<file path="src/include/issue_queue_settings.svh">
`ifndef ISSUE_QUEUE_SETTINGS_SVH
`define ISSUE_QUEUE_SETTINGS_SVH

// Number of functional-unit queues
`define ISSUE_NUM_UNITS 4

// Entries held per unit queue
`define ISSUE_FIFO_DEPTH 4

// Operation tag width in bits
`define ISSUE_TAG_WIDTH 6

// Operand width in bits
`define ISSUE_OPERAND_WIDTH 32

`endif

</file>
<file path="src/issue_types_pkg.sv">
`include "issue_queue_settings.svh"

package issue_types_pkg;

    // Functional unit number
    typedef logic [$clog2(`ISSUE_NUM_UNITS)-1:0] unit_id_t;

    // Operation tag, returned with the result
    typedef logic [`ISSUE_TAG_WIDTH-1:0] tag_t;

    // Single operand value
    typedef logic [`ISSUE_OPERAND_WIDTH-1:0] operand_t;

    // Request on the issue port
    typedef struct packed {
        unit_id_t unit_id;
        tag_t     tag;
        operand_t operand;
    } issue_req_t;

    // Packet on the writeback port
    typedef struct packed {
        unit_id_t unit_id;
        tag_t     tag;
        operand_t operand;
    } wb_packet_t;

endpackage

</file>
<file path="src/queue_types_pkg.sv">
`include "issue_queue_settings.svh"

package queue_types_pkg;

    // One bit per unit queue
    typedef logic [`ISSUE_NUM_UNITS-1:0] unit_mask_t;

    // Index and occupancy at the configured queue depth
    typedef logic [$clog2(`ISSUE_FIFO_DEPTH)-1:0] fifo_index_t;
    typedef logic [$clog2(`ISSUE_FIFO_DEPTH):0] fifo_count_t;

    // Accepted requests per unit, wraps
    typedef logic [15:0] req_count_t;

    // Unit id is implied by the queue, so only tag and operand are stored
    typedef struct packed {
        issue_types_pkg::tag_t     tag;
        issue_types_pkg::operand_t operand;
    } queue_entry_t;

    // Writeback arbiter states
    typedef enum logic {
        ARB_SCAN,
        ARB_HOLD
    } arb_state_t;

endpackage

</file>
<file path="src/lfsr.sv">
module lfsr #(
    parameter int WIDTH = 2
) (
    input  logic             clk,
    input  logic             rst,
    input  logic             en,
    output logic [WIDTH-1:0] value
);

    // Feedback taps per width, bit n-1 is the shifted-out bit
    function automatic logic [7:0] tap_mask(input int w);
        case (w)
            2: return 8'b0000_0011;
            3: return 8'b0000_0110;
            4: return 8'b0000_1100;
            5: return 8'b0001_0100;
            6: return 8'b0011_0000;
            7: return 8'b0110_0000;
            default: return 8'b1011_1000;
        endcase
    endfunction

    localparam logic [WIDTH-1:0] TAPS = WIDTH'(tap_mask(WIDTH));

    logic [WIDTH-1:0] next_value;

    generate if (WIDTH == 1) begin : gen_toggle
        // Two states only
        assign next_value = ~value;
    end else begin : gen_shift
        // Extra term splices the all-zero state into the sequence
        // so every WIDTH-bit value is visited once per period
        assign next_value = {value[WIDTH-2:0],
                             (^(value & TAPS)) ^ ~|value[WIDTH-2:0]};
    end endgenerate

    // Seed is zero
    always_ff @(posedge clk) begin
        if (rst) begin
            value <= '0;
        end else if (en) begin
            value <= next_value;
        end
    end

endmodule

</file>
<file path="src/lutram_1w_1r.sv">
module lutram_1w_1r #(
    parameter int DEPTH = 4
) (
    input  logic                         clk,
    input  logic                         ram_write,
    input  logic [$clog2(DEPTH)-1:0]     waddr,
    input  logic [$clog2(DEPTH)-1:0]     raddr,
    input  queue_types_pkg::queue_entry_t new_ram_data,
    output queue_types_pkg::queue_entry_t ram_data_out
);
    import queue_types_pkg::*;

    // Distributed RAM array
    queue_entry_t ram [DEPTH];

    // Synchronous write port
    always_ff @(posedge clk) begin
        if (ram_write) begin
            ram[waddr] <= new_ram_data;
        end
    end

    // Asynchronous read port
    assign ram_data_out = ram[raddr];

endmodule

</file>
<file path="src/unit_fifo.sv">
module unit_fifo #(
    parameter int DEPTH = 4
) (
    input  logic                          clk,
    input  logic                          rst,
    input  logic                          push,
    input  logic                          pop,
    input  queue_types_pkg::queue_entry_t data_in,
    output logic                          valid,
    output logic                          full,
    output queue_types_pkg::queue_entry_t data_out
);
    import queue_types_pkg::*;

    localparam int LOG2_DEPTH = $clog2(DEPTH);

    // No overflow or underflow protection here
    // Router and arbiter keep push and pop legal

    generate if (DEPTH == 1) begin : gen_depth_one
        ////////////////////
        // Single register
        always_ff @(posedge clk) begin
            if (rst) begin
                valid <= 1'b0;
            end else if (push & ~pop) begin
                valid <= 1'b1;
            end else if (pop & ~push) begin
                valid <= 1'b0;
            end
        end

        assign full = valid;

        always_ff @(posedge clk) begin
            if (push) begin
                data_out <= data_in;
            end
        end
    end else if (DEPTH == 2) begin : gen_depth_two
        ////////////////////
        // Two-entry shift register
        typedef logic [LOG2_DEPTH:0] count_t;

        queue_entry_t shift_reg [2];
        count_t       inflight_count;

        // Counts down on push, up on pop, top bit set while occupied
        always_ff @(posedge clk) begin
            if (rst) begin
                inflight_count <= '0;
            end else begin
                inflight_count <= inflight_count + count_t'(pop) - count_t'(push);
            end
        end

        assign valid = inflight_count[LOG2_DEPTH];
        assign full  = valid & ~|inflight_count[LOG2_DEPTH-1:0];

        // Newest entry always lands in slot 0
        always_ff @(posedge clk) begin
            if (push) begin
                shift_reg[0] <= data_in;
                shift_reg[1] <= shift_reg[0];
            end
        end

        // Odd count means one entry, in slot 0
        assign data_out = shift_reg[~inflight_count[0]];
    end else begin : gen_depth_3_plus
        ////////////////////
        // LFSR-indexed RAM
        typedef logic [LOG2_DEPTH:0]   count_t;
        typedef logic [LOG2_DEPTH-1:0] index_t;

        index_t write_index;
        index_t read_index;
        count_t inflight_count;

        always_ff @(posedge clk) begin
            if (rst) begin
                inflight_count <= '0;
            end else begin
                inflight_count <= inflight_count + count_t'(pop) - count_t'(push);
            end
        end

        assign valid = inflight_count[LOG2_DEPTH];
        assign full  = inflight_count == count_t'(-DEPTH);

        // Both pointers walk the same sequence, no adder needed
        lfsr #(.WIDTH(LOG2_DEPTH)) lfsr_read_index (
            .clk   (clk),
            .rst   (rst),
            .en    (pop),
            .value (read_index)
        );

        lfsr #(.WIDTH(LOG2_DEPTH)) lfsr_write_index (
            .clk   (clk),
            .rst   (rst),
            .en    (push),
            .value (write_index)
        );

        // Storage rounded up to a power of two
        lutram_1w_1r #(.DEPTH(2 ** LOG2_DEPTH)) storage (
            .clk          (clk),
            .ram_write    (push),
            .waddr        (write_index),
            .raddr        (read_index),
            .new_ram_data (data_in),
            .ram_data_out (data_out)
        );
    end endgenerate

endmodule

</file>
<file path="config.mk">
export PLATFORM = sky130hd
export DESIGN_NAME = unit_fifo
export DESIGN_NICKNAME = d
export VERILOG_FILES = /design/src/issue_types_pkg.sv /design/src/queue_types_pkg.sv /design/src/lfsr.sv /design/src/lutram_1w_1r.sv /design/src/unit_fifo.sv
export VERILOG_INCLUDE_DIRS = /design/src /design/src/include
export SDC_FILE = /design/constraint.sdc
export NUM_CORES = 1
export LEC_CHECK = 0
export BUFFER_PORTS_ARGS = -buffer_cell sky130_fd_sc_hd__buf_2
export CORE_MARGIN = 4
export CORE_UTILIZATION = 51
export DETAILED_ROUTE_END_ITERATION = 8
export GPL_ROUTABILITY_DRIVEN = 0
export GPL_TIMING_DRIVEN = 0
export PLACE_DENSITY = 0.71
export REMOVE_ABC_BUFFERS = 1
export SETUP_SLACK_MARGIN = 0.3
export SYNTH_ARGS = -nofsm -noshare
export SYNTH_HDL_FRONTEND = slang
export SYNTH_SLANG_ARGS = --single-unit
</file>
<file path="constraint.sdc">
create_clock -name clk -period 2 [get_ports clk]
set_clock_uncertainty 0.1 [all_clocks]
set_input_delay 0.1 -clock clk [delete_from_list [all_inputs] [get_ports clk]]
set_output_delay 0.1 -clock clk [all_outputs]
set_load 0.02 [all_outputs]
</file>
* After elaboration in Yosys (flattened, before gate mapping)
Memories as Yosys holds them, arrays and structs flattened. A register that Yosys moved wholly into a read port is not among the register bits.
Cells that the tools add are included.
** Word-level totals
- Flip-flop bits (word level) :: 7
- Memory bits (writable) :: 152
- Input port bits :: 42
- Output and inout bits :: 40
- Word-level logic and storage cells :: 17
- Memories :: 1
** Operators by class
- Add/subtract/negate cells :: 2
- Equal/unequal tests :: 1
- Muxes and demuxes :: 4
- Bitwise operators :: 2
- Reduce and logical (&&, ||, !) cells :: 4
** Memories
- gen_depth_3_plus.storage.ram :: depth 4, width 38, read ports 1, clocked after memory_dff 1, write ports 1, line lutram_1w_1r.sv:14 : queue_entry_t ram [DEPTH];
** Operators by type and width (count)
- 2-bit two-way mux :: 2
- 2-bit XOR reduction :: 2
- 3-bit by 1-bit adder with 3-bit output :: 1
- 3-bit equality test (second input constant) :: 1
- 3-bit by 1-bit subtractor with 3-bit output :: 1
- 1-bit logical NOT :: 2
- 1-bit two-way mux :: 2
- 1-bit bitwise XOR :: 2

* Longest topological paths before layout
- Depth after elaboration :: 4
- Mapped depth :: 8
- Gate-level depth less buffers :: 8

* Hierarchy
Synthesis repeated with hierarchy kept, for this count alone.
** Unflattened totals
- Cells, all modules :: 232
- Area total of the unflattened synthesis :: 5856.9 um^2
** By module, submodules not included
- lutram_1w_1r :: times used 1, cells each 202, area each 5529.1 um^2, sequential area each 4564.4 um^2
- lfsr :: times used 2, cells each 8, area each 83.8 um^2, sequential area each 40.0 um^2
- unit_fifo :: times used 1, cells each 14, area each 160.2 um^2, sequential area each 60.1 um^2

* Worst setup path after synthesis
OpenSTA, ideal clock, no wires.
- Path type :: register -> register
- From :: register gen_depth_3_plus.lfsr_write_index.value[0]
- To :: memory gen_depth_3_plus.storage.ram[2][0] in the netlist's numbering (enable)
- Setup time :: 0.399 ns
- Arrival :: 1.477 ns
- Data required time :: 1.501 ns
- Slack :: 0.024 ns
- Cell stages (with the launch flop) :: 4
- Path buffers :: 0
- Clock period less this slack :: 1.976 ns
- Cells stage by stage :: dfxtp_1 inv_1 ha_1 and2_1
** RTL lines
- start: declaration :: line lfsr.sv:7 : output logic [WIDTH-1:0] value
- start signal: assignment :: line lfsr.sv:42 : value <= next_value;
- end: declaration :: line lutram_1w_1r.sv:14
Straight into the memory's write port.

==> results_dict.tcl <==
set metrics [dict create \
    fin_nets 431 \
    drt_wl_total_mm 10.7 \
    design.core.area_mm2 0.0114 \
    crit_type "flop to output port" \
    tightest_slew_ns 0.313 \
    r2r_setup_slack_ns 0.36 \
    cts_buffer_depth 2 \
    drt_iter0_drc 149 \
    grt_pass1_vias 3029 \
    hold_path_class "input port to flop" \
    r2r_cells 8 \
    synth_top_family_by_area "multiplexers" \
    arrival_ns 1.72 \
    end_kind "output port" \
    first_pass_iters 4 \
    drc 0 \
    grt_usage_pct 17.3 \
    n_antenna_cell 0 \
    vdd_drop_max_mv 0.797 \
    grt_max_degree 31 \
    critPathRequiredTime_ns 1.80 \
    synth_compound_area_share_pct 0.127 \
    antenna_found_initial 0 \
    maxSlewHeadroom_pct 79.1 \
    vias 2837 \
    clkPwrFrac_pct 37.9 \
    synth-simple-area-share_pct 1.14 \
    path_max_fanout 9 \
    start_kind "flop" \
    synth_seq_cells 161 \
    grt_pass1_wl_mm 16.4 \
    cts_sinks 161 \
    power_frac_seq_pct 49.3 \
    synth_xor_area_share_pct 0.444 \
    wl_per_cell_um 19.9 \
    drive_gt1_share_pct 41.5 \
    finalCritPeriodShare_pct 96.1 \
    endpoint "data_out[17]" \
    syn-cell-area_mm2 0.00591 \
    synthMuxAreaShare_pct 14.8 \
    yosysWarnings 0 \
    r2r_end "gen_depth_3_plus.inflight_count[2]$_SDFF_PP0_" \
    synthAdderAreaFrac_pct 1.61 \
    maxCapViolations 0 \
    intPower_mw 6.38 \
    avgSynthCellArea_um2 24.8 \
    clkSlewWorstSetupHoldPaths_ns 0.06 \
    placementRows 39 \
    switching_share_pct 22.5 \
    fin_crit_ns 1.92 \
    power_density_mw_per_mm2 1080 \
    clock_latency_ns 0.42 \
    globalRoute.totalOverflow 0 \
    via_per_inst 5.27 \
    synth_cell_types 19 \
    switchingPower_mw 1.86 \
    status "completed" \
    setup_tns_ns 0 \
    power_leakage_nw 2.67 \
    power.total_mw 8.24 \
    yosysSeqAreaShare_pct 80.2 \
    r2r_start "gen_depth_3_plus.inflight_count[0]$_SDFF_PP0_" \
    synthToLayoutAreaGrowth_pct 29.1 \
    setup_viol 0 \
    clock.fmax_ghz 0.520 \
    root_buffer "clkbuf_16" \
    comb_power_share_pct 12.8 \
    die_h_um 116 \
    port_buffers 81 \
    hpwl_mm 5.91 \
    initial_core_util_pct 52.0 \
    syn_inst 238 \
    cts_tree "built" \
    hold_violations 0 \
    slew_viol_final 0 \
    drtAntennaViolNets 0 \
    cts.htree.levels 4 \
    io_pins 82 \
    die-width_um 116 \
    rsz0062_at_grt "true" \
    cts-buffers-inserted 17 \
    die_area_mm2 0.0134 \
]
cells in the mapped netlist, drive strengths merged:
master	n	area, um^2
a211oi	1	7.51
xor2	1	8.76
ha	6	75.1
dfxtp	9	180
xnor2	2	17.5
mux2i	2	20.0
nor3b	1	7.51
nor2b	2	12.5
buf	7	73.8
edfxtp	152	4560
and2	4	25.0
nor2	6	22.5
inv	5	18.8
clkbuf	1	3.75
fa	1	20.0
mux4	38	856
worst max-delay path, cell delays in order (launching register included):
cell and delay [ns]:
dfxtp_4 0.41, clkbuf_16 0.21, mux4_2 0.49, buf_2 0.18
per-layer routing:
metal / track usage, % / vias to the layer above / wire length (um) / part of all wire (%)
li1: - / 1283 / - / -
met2: 26.9 / 97 / 5330 / 50
met5: 0 / - / 0 / 0
met1: 23.0 / 1447 / 4540 / 42
met3: 5.80 / 10 / 686 / 6.4
met4: 6.73 / 0 / 139 / 1.3
placed cells by master (no fill, tap or decap), types with 6 or more instances in the layout:
master	Yosys	layout
edfxtp_1	152	152
buf_12	2	8
mux4_2	38	38
buf_2	3	80
dfxtp_1	9	6
nor2_1	6	6
dlygate4sd3_1	0	41
ha_1	6	6
clkbuf_16	0	18
cells by family after synthesis:
| logic type | Yosys count |
|---|---|
| AO/OA/AOI/OAI | 1 |
| XOR/XNOR | 3 |
| adder cells (fa/ha/maj) | 7 |
| buffers and inverters | 13 |
| flip-flops | 161 |
| multiplexers | 40 |
| AND/OR/NAND/NOR | 13 |
state kept, by name, indices dropped and copies added (netlist names), named ones only:
name                                     count
gen_depth_3_plus.lfsr_read_index.value       2
gen_depth_3_plus.lfsr_write_index.value      2
gen_depth_3_plus.storage.ram               152
gen_depth_3_plus.inflight_count              3
stage by stage:
| step | hold slack (ns) | cells | worst slack (ns) | util [%] | area (um^2) |
|---|---|---|---|---|---|
| after floorplan | 0.0667 | 230 | -0.613 | - | 5840 |
| final | 0.321 | 538 | 0.0773 | 67.2 | 7640 |
| after global placement | 0.211 | 454 | -1.45 | 56.5 | 6420 |
| after CTS | 0.301 | 537 | 0.0569 | 66.8 | 7590 |
| after detailed placement | 0.217 | 459 | 0.0688 | 57.4 | 6530 |
| after global routing | 0.334 | 538 | 0.0196 | 67.2 | 7640 |
worst min path at each step:
stage / endpoint / from / cells past startpoint
after floorplan: gen_depth_3_plus.inflight_count[1]$_SDFF_PP0_ / rst / 1
after global placement: gen_depth_3_plus.storage.ram[0][27]$_DFFE_PP_ / data_in[27] / 1
after detailed placement: gen_depth_3_plus.storage.ram[1][14]$_DFFE_PP_ / data_in[14] / 1
after CTS: gen_depth_3_plus.storage.ram[0][6]$_DFFE_PP_ / data_in[6] / 2
after global routing: gen_depth_3_plus.storage.ram[3][28]$_DFFE_PP_ / data_in[28] / 2
final: gen_depth_3_plus.storage.ram[3][11]$_DFFE_PP_ / data_in[11] / 2
power groups by stage:
stage / Clock [mW] / Sequential [mW] / Combinational [mW]
final: 3.12 / 4.06 / 1.06
after floorplan: 0 / 4.16 / 0.559
after CTS: 3.19 / 4.06 / 1.06
after detailed placement: 0 / 4.17 / 0.922
after global placement: 0 / 4.18 / 0.862
after global routing: 3.34 / 4.08 / 1.15
area by class of cell:
class / count / area, um^2
clock inverter: 14 / 146
clock buffer: 18 / 429
sequential: 161 / 4750
timing repair buffer: 133 / 1030
multi-input combinational: 64 / 1080
tap: 143 / 179
inverter: 5 / 18.8
fill: 736 / 3730
timing repair:
item                       in CTS  in global routing
hold buffers                   41                  0
buffers inserted                5                  0
cloned                          0                  1
resized for setup               4                  7
pin swaps                       1                  1
hold endpoints to repair      161                  0
setup endpoints to repair     106                 39
Note: power is estimated with default switching activity, not from simulation.
